$ cat src/rob_pkg.sv
// Sizes, slot types and block interface structs for the reorder buffer, imported by every ROB module
package rob_pkg;

    // ====================
    // Sizes
    // ====================

    // The ring has this many slots and the count must be a power of two
    localparam int ROB_ENTRIES = 16;

    // Width of a slot index derived from the slot count
    localparam int ROB_IDX_BITS = $clog2(ROB_ENTRIES);

    // Width of one response data word
    localparam int ROB_DATA_BITS = 32;

    // Width of the meta tag stored at allocation time
    localparam int ROB_META_BITS = 8;

    // Slots that must stay free for not_full to be high
    localparam int ROB_MIN_FREE = 1;

    // Read latency of the valid-bit RAM in cycles
    // The scan pipeline in the ready tracker is built to match this depth
    localparam int ROB_VALID_RD_LAT = 2;

    // ====================
    // Types
    // ====================

    // Slot index that is also the handle returned to the requester
    typedef logic [ROB_IDX_BITS-1:0] rob_idx_t;

    // Response payload
    typedef logic [ROB_DATA_BITS-1:0] rob_data_t;

    // Meta tag kept alongside each slot
    typedef logic [ROB_META_BITS-1:0] rob_meta_t;

    // Response write from the memory side
    // The index is the handle that was returned when the slot was allocated
    typedef struct packed {
        rob_idx_t  idx;
        rob_data_t data;
    } rob_wr_t;

    // Ordered result handed to the requester
    // Data and meta always belong to the same slot
    typedef struct packed {
        rob_data_t data;
        rob_meta_t meta;
    } rob_out_t;

endpackage

$ cat src/rob_ram.sv
// Simple dual-port block RAM with a registered read and extra output stages, used for ROB payloads
`timescale 1ns/1ns

module rob_ram
#(
    parameter int DEPTH      = rob_pkg::ROB_ENTRIES,
    parameter int WIDTH      = rob_pkg::ROB_DATA_BITS,
    parameter int OUT_STAGES = 1
)
(
    input  logic                    clk,

    // Write port
    input  rob_pkg::rob_idx_t       waddr,
    input  logic                    wen,
    input  logic [WIDTH-1:0]        wdata,

    // Read port with data 1 + OUT_STAGES cycles after raddr
    input  rob_pkg::rob_idx_t       raddr,
    output logic [WIDTH-1:0]        rdata
);

    // Storage array
    logic [WIDTH-1:0] mem [0:DEPTH-1];

    // Read pipeline
    // Stage 0 is the registered read and the rest are output registers
    logic [WIDTH-1:0] rd_pipe [0:OUT_STAGES];

    always_ff @(posedge clk)
    begin
        if (wen)
        begin
            mem[waddr] <= wdata;
        end

        // A read of the slot being written returns the old contents
        rd_pipe[0] <= mem[raddr];

        // Shift through the output stages
        for (int i = 1; i <= OUT_STAGES; i++)
        begin
            rd_pipe[i] <= rd_pipe[i-1];
        end
    end

    // Last stage drives the port
    assign rdata = rd_pipe[OUT_STAGES];

endmodule

$ cat src/rob_ram_init.sv
// One-bit valid RAM that zeroes itself after reset and flags rdy once every slot is cleared
`timescale 1ns/1ns

module rob_ram_init
(
    input  logic              clk,
    input  logic              reset,

    // High once the clear pass has finished
    output logic              rdy,

    // Read port with ROB_VALID_RD_LAT cycles of latency
    input  rob_pkg::rob_idx_t raddr,
    output logic              rdata,

    // External write port that is only honored after the clear
    input  rob_pkg::rob_idx_t waddr,
    input  logic              wen,
    input  logic              wdata
);

    import rob_pkg::*;

    // Clear sequencer states
    typedef enum logic {
        INIT_CLEAR,
        INIT_READY
    } init_state_t;

    init_state_t state;
    rob_idx_t    clr_idx;

    logic        mem     [0:ROB_ENTRIES-1];
    logic        rd_pipe [0:ROB_VALID_RD_LAT-1];

    // ====================
    // Clear sequencer
    // ====================

    // Walk every address once after reset and then hand over the write port
    always_ff @(posedge clk)
    begin
        if (reset)
        begin
            state   <= INIT_CLEAR;
            clr_idx <= '0;
        end
        else if (state == INIT_CLEAR)
        begin
            clr_idx <= clr_idx + 1'b1;
            // The last address is written in this same cycle
            if (clr_idx == rob_idx_t'(ROB_ENTRIES - 1))
            begin
                state <= INIT_READY;
            end
        end
    end

    assign rdy = (state == INIT_READY);

    // ====================
    // Storage
    // ====================

    always_ff @(posedge clk)
    begin
        // During the clear the sequencer owns the write port
        if (state == INIT_CLEAR)
        begin
            mem[clr_idx] <= 1'b0;
        end
        else if (wen)
        begin
            mem[waddr] <= wdata;
        end

        // Registered read followed by the output stages
        rd_pipe[0] <= mem[raddr];
        for (int i = 1; i < ROB_VALID_RD_LAT; i++)
        begin
            rd_pipe[i] <= rd_pipe[i-1];
        end
    end

    assign rdata = rd_pipe[ROB_VALID_RD_LAT-1];

    // A response write during the clear would be dropped
    a_no_wr_in_clear: assert property (@(posedge clk) disable iff (reset) wen |-> rdy)
        else $error("rob_ram_init: write during the clear");

endmodule

$ cat src/rob_ready_scan.sv
// Tracks response arrival per slot and counts how many oldest slots are ready to dequeue
`timescale 1ns/1ns

module rob_ready_scan
(
    input  logic              clk,
    input  logic              reset,

    // Response write strobe and its slot
    input  logic              wr_en,
    input  rob_pkg::rob_idx_t wr_idx,

    // Ring state from pointer control
    input  rob_pkg::rob_idx_t oldest,
    input  logic              valid_tag,
    input  logic              deq_en,

    // The oldest slot has its data
    output logic              not_empty,

    // Valid-bit RAM has finished its clear
    output logic              init_done
);

    import rob_pkg::*;

    // One entry of the scan pipeline
    // idx is the slot under test, tgt the tag that means arrived on this trip,
    // and ignore marks a speculative test that was cancelled by a rewind
    typedef struct packed {
        rob_idx_t idx;
        logic     tgt;
        logic     ignore;
    } scan_stage_t;

    // Small saturating count of ready oldest slots
    typedef logic [2:0] ready_cnt_t;

    scan_stage_t scan [0:ROB_VALID_RD_LAT];
    ready_cnt_t  num_ready;
    logic        wr_tag;
    logic        rd_valid;
    logic        hit;

    // ====================
    // Valid bits
    // ====================

    // The RAM has only one write port, so the meaning of a stored bit flips
    // on every trip around the ring instead of clearing bits on dequeue.
    // Slots at or above oldest belong to the current trip.
    // Slots below oldest have already wrapped and take the next trip's tag
    assign wr_tag = (wr_idx >= oldest) ? valid_tag : ~valid_tag;

    rob_ram_init u_valid_ram
    (
        .clk   (clk),
        .reset (reset),
        .rdy   (init_done),
        .raddr (scan[0].idx),
        .rdata (rd_valid),
        .waddr (wr_idx),
        .wen   (wr_en),
        .wdata (wr_tag)
    );

    // ====================
    // Speculative scan
    // ====================

    // The read result lines up with the last pipeline stage.
    // A hit needs the right tag, a live test and room in the counter
    assign hit = (rd_valid == scan[ROB_VALID_RD_LAT].tgt) &&
                 !scan[ROB_VALID_RD_LAT].ignore &&
                 (num_ready != ready_cnt_t'(7));

    always_ff @(posedge clk)
    begin
        if (reset || !init_done)
        begin
            // Start at slot 0 looking for the first-trip tag.
            // Only stage 0 holds a real test until the pipeline fills
            for (int i = 0; i <= ROB_VALID_RD_LAT; i++)
            begin
                scan[i] <= '{idx: '0, tgt: 1'b1, ignore: 1'b1};
            end
            scan[0].ignore <= 1'b0;
        end
        else
        begin
            // Move every test one stage along
            for (int i = 0; i < ROB_VALID_RD_LAT; i++)
            begin
                scan[i+1] <= scan[i];
            end

            if (!hit && !scan[ROB_VALID_RD_LAT].ignore)
            begin
                // Miss on a live test, so retry the same slot and tag
                scan[0].idx <= scan[ROB_VALID_RD_LAT].idx;
                scan[0].tgt <= scan[ROB_VALID_RD_LAT].tgt;

                // Younger tests assumed this slot was ready and are dropped
                for (int i = 1; i <= ROB_VALID_RD_LAT; i++)
                begin
                    scan[i].ignore <= 1'b1;
                end
            end
            else
            begin
                // Guess that the slot now entering will hit and move on
                scan[0].idx <= scan[0].idx + 1'b1;

                // Crossing the top of the ring flips the target like valid_tag
                if (scan[0].idx == rob_idx_t'(ROB_ENTRIES - 1))
                begin
                    scan[0].tgt <= ~scan[0].tgt;
                end
            end
        end
    end

    // ====================
    // Ready count
    // ====================

    // Each hit adds one ready slot and each dequeue removes one.
    // The count only has to stay ahead of the consumer
    always_ff @(posedge clk)
    begin
        if (reset)
        begin
            num_ready <= '0;
        end
        else
        begin
            num_ready <= num_ready - ready_cnt_t'(deq_en) + ready_cnt_t'(hit);
        end
    end

    assign not_empty = (num_ready != '0);

endmodule

$ cat src/rob_ptr_ctrl.sv
// Ring pointer control for the ROB with full and empty checks and the dequeue output timing
`timescale 1ns/1ns

module rob_ptr_ctrl
(
    input  logic              clk,
    input  logic              reset,

    // Requester side strobes
    input  logic              alloc_en,
    input  logic              deq_en,

    // Status from the ready tracker
    input  logic              init_done,
    input  logic              not_empty,

    // Ring state
    output rob_pkg::rob_idx_t newest,
    output rob_pkg::rob_idx_t oldest,
    output logic              valid_tag,

    // Flags toward the requester
    output logic              not_full,
    output logic              out_valid
);

    import rob_pkg::*;

    // One bit wider than an index so the slot count itself fits
    typedef logic [ROB_IDX_BITS:0] slot_cnt_t;

    rob_idx_t   used;
    logic [1:0] deq_pipe;

    // ====================
    // Pointers
    // ====================

    always_ff @(posedge clk)
    begin
        if (reset)
        begin
            newest    <= '0;
            oldest    <= '0;
            // The valid RAM clears to 0, so the first trip looks for 1
            valid_tag <= 1'b1;
        end
        else
        begin
            if (alloc_en)
            begin
                newest <= newest + 1'b1;
            end

            if (deq_en)
            begin
                oldest <= oldest + 1'b1;
                // Leaving the top slot starts a new trip
                if (oldest == rob_idx_t'(ROB_ENTRIES - 1))
                begin
                    valid_tag <= ~valid_tag;
                end
            end
        end
    end

    // The outstanding count is unambiguous because the ring never fills completely
    assign used = newest - oldest;

    // Hold off allocation until the valid bits are clean
    assign not_full = init_done &&
                      ((slot_cnt_t'(used) + slot_cnt_t'(ROB_MIN_FREE)) <
                       slot_cnt_t'(ROB_ENTRIES));

    // ====================
    // Output timing
    // ====================

    // Both payload RAMs take two cycles from the oldest address to their output
    always_ff @(posedge clk)
    begin
        if (reset)
        begin
            deq_pipe <= '0;
        end
        else
        begin
            deq_pipe <= {deq_pipe[0], deq_en};
        end
    end

    assign out_valid = deq_pipe[1];

    // Allocation past the free-slot limit would overrun unread slots
    a_no_alloc_full: assert property (@(posedge clk) disable iff (reset)
        alloc_en |-> not_full)
        else $error("rob_ptr_ctrl: allocation while full");

    // A dequeue must wait until the tracker has seen the oldest response
    a_no_deq_empty: assert property (@(posedge clk) disable iff (reset)
        deq_en |-> not_empty)
        else $error("rob_ptr_ctrl: dequeue while empty");

    // Pointer wrap and the trip tag rely on a power-of-two ring
    a_pow2_depth: assert property (@(posedge clk)
        ROB_ENTRIES == (1 << ROB_IDX_BITS))
        else $error("rob_ptr_ctrl: ROB_ENTRIES is not a power of two");

endmodule

$ cat src/rob_top.sv
// Reorder buffer top level that returns out-of-order read responses in allocation order
`timescale 1ns/1ns

module rob_top
(
    input  logic               clk,
    input  logic               reset,

    // Allocation of one slot per strobe
    input  logic               alloc_en,
    input  rob_pkg::rob_meta_t alloc_meta,
    output rob_pkg::rob_idx_t  alloc_idx,
    output logic               not_full,

    // Response writes that are always accepted
    input  logic               wr_en,
    input  rob_pkg::rob_wr_t   wr,

    // Ordered output with data two cycles after deq_en
    input  logic               deq_en,
    output logic               not_empty,
    output logic               out_valid,
    output rob_pkg::rob_out_t  out
);

    import rob_pkg::*;

    rob_idx_t  newest;
    rob_idx_t  oldest;
    logic      valid_tag;
    logic      init_done;
    rob_data_t rd_data;
    rob_meta_t rd_meta;

    // ====================
    // Control
    // ====================

    // The handle for a new request is simply the newest pointer
    assign alloc_idx = newest;

    rob_ptr_ctrl u_ptr_ctrl
    (
        .clk       (clk),
        .reset     (reset),
        .alloc_en  (alloc_en),
        .deq_en    (deq_en),
        .init_done (init_done),
        .not_empty (not_empty),
        .newest    (newest),
        .oldest    (oldest),
        .valid_tag (valid_tag),
        .not_full  (not_full),
        .out_valid (out_valid)
    );

    rob_ready_scan u_ready_scan
    (
        .clk       (clk),
        .reset     (reset),
        .wr_en     (wr_en),
        .wr_idx    (wr.idx),
        .oldest    (oldest),
        .valid_tag (valid_tag),
        .deq_en    (deq_en),
        .not_empty (not_empty),
        .init_done (init_done)
    );

    // ====================
    // Payload
    // ====================

    // Response data lands at the index the responder carries
    rob_ram #(.DEPTH(ROB_ENTRIES), .WIDTH(ROB_DATA_BITS), .OUT_STAGES(1)) u_data_ram
    (
        .clk   (clk),
        .waddr (wr.idx),
        .wen   (wr_en),
        .wdata (wr.data),
        .raddr (oldest),
        .rdata (rd_data)
    );

    // Meta is captured at allocation into the newest slot
    rob_ram #(.DEPTH(ROB_ENTRIES), .WIDTH(ROB_META_BITS), .OUT_STAGES(1)) u_meta_ram
    (
        .clk   (clk),
        .waddr (newest),
        .wen   (alloc_en),
        .wdata (alloc_meta),
        .raddr (oldest),
        .rdata (rd_meta)
    );

    // Both RAMs share the read address and latency, so the halves stay paired
    assign out = '{data: rd_data, meta: rd_meta};

endmodule

$ cat config.mk
export PLATFORM = sky130hd
export DESIGN_NAME = rob_top
export DESIGN_NICKNAME = d
export VERILOG_FILES = /design/src/rob_pkg.sv /design/src/rob_ram.sv /design/src/rob_ram_init.sv /design/src/rob_ready_scan.sv /design/src/rob_ptr_ctrl.sv /design/src/rob_top.sv
export SDC_FILE = /design/constraint.sdc
export NUM_CORES = 1
export LEC_CHECK = 0
export ABC_AREA = 1
export ABC_CLOCK_PERIOD_IN_PS = 7100
export BUFFER_PORTS_ARGS = -buffer_cell sky130_fd_sc_hd__buf_2
export CORE_ASPECT_RATIO = 2
export CORE_UTILIZATION = 44
export DETAILED_ROUTE_END_ITERATION = 10
export GPL_ROUTABILITY_DRIVEN = 0
export SETUP_SLACK_MARGIN = 0.5
export SYNTH_ARGS = -nofsm -noshare
export SYNTH_HDL_FRONTEND = slang
export SYNTH_SLANG_ARGS = --single-unit
export TNS_END_PERCENT = 1
$ cat constraint.sdc
create_clock -name clk -period 7.1 [get_ports clk]
set_input_delay 1.065 -clock clk [delete_from_list [all_inputs] [get_ports clk]]
set_output_delay 1.065 -clock clk [all_outputs]
set_load 0.03 [all_outputs]
=== After elaboration in Yosys (flattened, before gate mapping) ===
Memory sizes are Yosys's and may differ from the RTL's. A register that Yosys moved wholly into a read port is not among the register bits.
Index checks and enable logic that the tools add are counted.

* Multiplexer cells: 39
* Add/sub/neg operators: 8
* Order comparisons: 2
* Equality and inequality tests: 5
* Reduce and logical (&&, ||, !) cells: 11
* Bitwise logic cells: 11

{| class="wikitable"
|+ Operator list
! operator !! number
|-
| $mux W1 || 30
|-
| $mux W4 || 7
|-
| $add A4 B1 Y4 const B || 4
|-
| $eq A4 B4 Y1 const B || 3
|-
| $mux W6 || 2
|-
| $or A1 B1 Y1 || 9
|-
| $add A4 B1 Y5 const B || 1
|-
| $lt A5 B5 Y1 const B || 1
|-
| $ge A4 B4 Y1 || 1
|-
| $logic_and A1 B1 Y1 || 4
|-
| $sub A4 B4 Y4 || 1
|-
| $add A3 B1 Y3 || 1
|-
| $logic_not A1 Y1 || 3
|-
| $ne A3 B3 Y1 const B || 1
|-
| $reduce_bool A3 Y1 || 1
|-
| $sub A3 B1 Y3 || 1
|-
| $not A1 Y1 || 2
|-
| $reduce_and A2 Y1 || 1
|-
| $eq A1 B1 Y1 || 1
|-
| $logic_or A1 B1 Y1 || 1
|-
| $reduce_or A1 Y1 || 1
|}

* RAM bits: 756
* Word-level logic and storage cells: 90
* Memories: 7
* Bits in registers: 19
* Input port bits: 49
* Output and inout bits: 47

{| class="wikitable"
|+ Memories
! memory !! words !! bits a word !! read ports !! clocked after Yosys merged registers in !! wr ports !! RTL line !! source
|-
| u_data_ram.mem || 16 || 32 || 1 || 1 || 1 || rob_ram.sv:24 || <nowiki>logic [WIDTH-1:0] mem [0:DEPTH-1];</nowiki>
|-
| u_meta_ram.mem || 16 || 8 || 1 || 1 || 1 || rob_ram.sv:24 ||
|-
| u_data_ram.rd_pipe || 2 || 32 || 2 || 0 || 2 || rob_ram.sv:28 || <nowiki>logic [WIDTH-1:0] rd_pipe [0:OUT_STAGES];</nowiki>
|-
| u_ready_scan.scan || 3 || 6 || 3 || 0 || 3 || rob_ready_scan.sv:39 || <nowiki>scan_stage_t scan [0:ROB_VALID_RD_LAT];</nowiki>
|-
| u_meta_ram.rd_pipe || 2 || 8 || 2 || 0 || 2 || rob_ram.sv:28 ||
|-
| u_ready_scan.u_valid_ram.mem || 16 || 1 || 1 || 0 || 1 || rob_ram_init.sv:33 || <nowiki>logic mem [0:ROB_ENTRIES-1];</nowiki>
|-
| 1 more memories || -- || -- || -- || -- || -- || -- ||
|}

=== Logic depth before layout (Yosys ltp) ===
An unclocked memory read counts as a cell.

* Depth in word-level cells: 11
* Mapped depth: 10
* Depth with buffers taken out: 10

=== Cells and area by module ===
Synthesis repeated with hierarchy kept, for this count alone.

* Cells, all modules: 3,091
* Area, all modules: 32,461.1 um2

{| class="wikitable"
|+ By module, submodules not included
! module !! instances !! area each (um2) !! cells an instance
|-
| rob_ram at u_data_ram || 1 || 23,611.4 || 2,184
|-
| rob_ram at u_meta_ram || 1 || 6,005.8 || 570
|-
| rob_ram_init || 1 || 1,143.6 || 137
|-
| rob_ready_scan || 1 || 1,143.6 || 125
|-
| rob_ptr_ctrl || 1 || 556.8 || 75
|}

=== Least setup slack after synthesis ===
No wires, ideal clock.

* Path type: input to register
* From: input wr[35] in the netlist's numbering
* To: memory u_data_ram.mem[12][0] in the netlist's numbering (enable)
* Stages: 2
* Slack: 3,236 ps
* Buffers on the path: 0
* Required time: 6,639 ps
* Data arrival time: 3,402 ps
* Cell sequence: nand3_1 > nor3_1

{| class="wikitable"
|+ RTL lines
! item !! RTL line !! source
|-
| from (decl) || rob_top.sv:17 || <nowiki>input rob_pkg::rob_wr_t wr,</nowiki>
|-
| to (decl) || rob_ram.sv:24 ||
|}

No word-level cell before the write port.

=== Worst setup path in the final report ===
* From: register u_ptr_ctrl.newest[0]
* To: output not_full

* Cells in the longest elaborated chain, start to end: 4

{| class="wikitable"
|+ RTL lines
! item !! RTL line !! source
|-
| from (decl) || rob_ptr_ctrl.sv:18 || <nowiki>output rob_pkg::rob_idx_t newest,</nowiki>
|-
| from (signal assigned) || rob_ptr_ctrl.sv:52 || <nowiki>newest <= newest + 1'b1;</nowiki>
|-
| $sub A4 B4 Y4 || rob_ptr_ctrl.sv:68 || <nowiki>assign used = newest - oldest;</nowiki>
|-
| $add A4 B1 Y5 || rob_ptr_ctrl.sv:72 || <nowiki>((slot_cnt_t'(used) + slot_cnt_t'(ROB_MIN_FREE)) <</nowiki>
|-
| $lt A5 B5 Y1 || rob_ptr_ctrl.sv:72 ||
|-
| $logic_and A1 B1 Y1 || rob_ptr_ctrl.sv:71 || <nowiki>assign not_full = init_done &&</nowiki>
|-
| to (decl) || rob_top.sv:13 || <nowiki>output logic not_full,</nowiki>
|}

Every way passes these cells.

==> out/results.ini <==
[setup_path]
worstSetupPathType = reg -> out
cp-start-kind = register
path_cells = inv_1, ha_1, inv_1, fa_1, nand2_1, nor3_1, nand3_1, nand2_1, inv_1, buf_2
cp-end-kind = primary output
reg2reg_depth = 7
cpMaxStageDelayCell = dfxtp_1
rrSetupSlack_ns = 3.75
critPathTopFamily = adder cells
critical_path_arrival_ns = 2.40
rr_endpoint = u_meta_ram.rd_pipe[0][6]$_DFF_P_
required_ns = 6.03
crit_fanout = 7
cp_slowest_stage_delay_ns = 0.44
cp_common_cell = inv_1
worst-path-buf-inv = 4

[timing]
slew_headroom = 0.147
finalCritPeriodShare = 0.488
setup_viol = 0
fin_tns_setup_ns = 0
slew_viol_final = 0
worst_hold_slack_ns = 0.326
worstMarginPinSlew_ns = 1.28
skew_ns = 0.0223
min_period_ns = 3.46
rsz0062_at_grt = false
max_freq_mhz = 289
hold_violations = 0

[grt]
grt_max_degree = 173
grt_pass1_wl_mm = 117
antenna_found_initial = 8
grt_pass1_vias = 21000
grt_use_total = 0.207
grt_overflow = 0

[floorplanning]
rows = 140
die-area_um2 = 74700
die_h_um = 385
core_um2 = 72700
start_util = 0.445
die_w_um = 194
io_pins = 96

[power_and_ir_drop]
cellLeakagePower_nw = 15.1
p_sw_mw = 2.23
peakVddDrop_uv = 176
p_seq_frac = 0.533
p_int_mw = 7.48
powerDensity_nw_per_um2 = 273
swShare = 0.229
p_comb_frac = 0.071
clockPowerShare = 0.395

[route]
drtIter0Drc = 1490
vias_per_cell = 5.10
drc = 0
wl_per_cell_um = 18.6
firstDrtPassIters = 7
ant_nets = 0
wl_mm = 76.1
num_vias = 20900

[flow_run]
max_cap_viol_count = 0

[cts]
cts_tree = yes
cts.sinks = 779
cts_setup_buffers = 0
clkSlewWorstSetupHoldPaths_ns = 0.07
hold_buffers = 0
clk_latency_ns = 0.63
htree_levels = 3
root_buffer = clkbuf_16
cts_made_buffers = 70
cts_resized = 0
cts_max_path_buffers = 3

[min_path]
hold_start = u_data_ram.rd_pipe[0][23]$_DFF_P_
whs_endpoint = u_data_ram.rd_pipe[0][55]$_DFF_P_
min_path_type = reg -> reg
hold_depth = 0

[logic_synthesis]
synth_ff_type = edfxtp_1
yosys_warnings = 0
ys_ff_latch = 779
synth_top_area_share = 0.623
syn_inst = 3083
syn_area_per_cell_um2 = 10.5
yosysTopAreaCell = edfxtp_1
ys_types = 33
synth-seq-area-share = 0.690
async_reset_ff_frac = 0
synth_edf_count = 671
ys_top_cells_by_area = edfxtp_1, nand2_1, nand3_1
synth_area_um2 = 32300

[cells_and_area]
syn2layout_area_growth_pct = 9.90
layout_common_cells = nand2_1, edfxtp_1, inv_1, nand3_1, dfxtp_1
final_cells = 4098
fin_nets = 3181
final_common_cell = nand2_1
layout-drive-gt1-share = 0.0804
fin_util = 0.489

[placement]
post-place-cells = 3965
dp_hpwl_mm = 41.7
port_buffers = 95

[status]
status = complete, no violations

==> stage by stage <==
step                cell area [um^2]  power, mW  worst slack [ns]
floorplan                      32400       5.79              3.24
global placement               33200       5.95              3.84
detailed placement             33200       5.98              3.76
CTS                            35500       9.80              3.57
global route                   35500       10.1              3.47
finish                         35500       9.71              3.64
==> logic make-up (layout without fill, tap and decap cells) <==
logic type                 Yosys count  after routing  share of synthesized area
and+or+nand+nor                   1530           1530                      0.198
DFF                                779            779                      0.690
buffers and inverters              726            801                     0.0990
AOI/OAI and AO/OA                   27             27                    0.00468
adders and majority gates           18             18                    0.00743
xor gates and xnor gates             2              2                   0.000542
other                                1             18                   0.000116
==> metal layers <==
layer | up-vias | global-route usage | wire [um]
met5 | - | 0 | 25
met3 | 182 | 0.0333 | 3920
met2 | 633 | 0.392 | 40800
li1 | 9910 | - | -
met1 | 10200 | 0.225 | 28600
met4 | 4 | 0.0967 | 2820
==> synth_stat cells, types with 3 or more instances <==
| master | n |
|---|---|
| buf_4 | 54 |
| nor2_1 | 75 |
| buf_2 | 63 |
| buf_1 | 15 |
| clkbuf_1 | 19 |
| edfxtp_1 | 671 |
| nand3_1 | 508 |
| ha_1 | 16 |
| o21ai_0 | 7 |
| dfxtp_1 | 108 |
| nor3_1 | 10 |
| nand2_1 | 929 |
| buf_6 | 24 |
| inv_1 | 544 |
| inv_2 | 3 |
| a21oi_1 | 13 |
==> layout make-up <==
type                    instances  area (um^2)
fillers                      6329        37200
flip-flops and latches        779        22300
multi-input cells            1591         6990
inverters                     550         2070
clock buffers                  93         1930
well taps                     923         1150
repair buffers                122          691
clock inverters                36          369
diodes                          4         10.0
==> how the worst max path moves through the flow <==
stage / startpoint / end / slack (ns) / cells after the start
after floorplan: wr[35] / u_data_ram.mem[12][0]$_DFFE_PP_ / 3.24 / 2
after detailed placement: register / u_data_ram.rd_pipe[0][11]$_DFF_P_ / 3.76 / 7
after CTS: u_ptr_ctrl.newest[0]$_SDFFE_PP0P_ / not_full / 3.57 / 10
after global placement: register / u_meta_ram.rd_pipe[0][3]$_DFF_P_ / 3.84 / 7
after global routing: u_ptr_ctrl.newest[0]$_SDFFE_PP0P_ / not_full / 3.47 / 10
final: u_ptr_ctrl.newest[0]$_SDFFE_PP0P_ / not_full / 3.64 / 10
==> worst reg2reg max path: stages (launching register included) <==
cell and delay, ns:
dfxtp_4 0.90, buf_4 0.80, buf_4 0.93, nand2_1 0.20, nand3_1 0.12, nand3_1 0.09, nand3_1 0.12, nand2_1 0.07
==> registers in the layout, summed over array words and instances (netlist names), 16 cells and up, named ones only <==
name	cells
u_meta_ram.mem	128
u_ready_scan.u_valid_ram.mem	16
u_data_ram.mem	512
u_data_ram.rd_pipe	64
u_ready_scan.scan	18
u_meta_ram.rd_pipe	16
==> power groups by stage <==
stage	logic (mW)	clock network [mW]	registers, mW
global route	0.774	4.09	5.19
global placement	0.675	0	5.28
CTS	0.699	3.92	5.18
detailed placement	0.696	0	5.28
finish	0.691	3.84	5.18
floorplan	0.549	0	5.24
(Power assumes the default switching activity.)
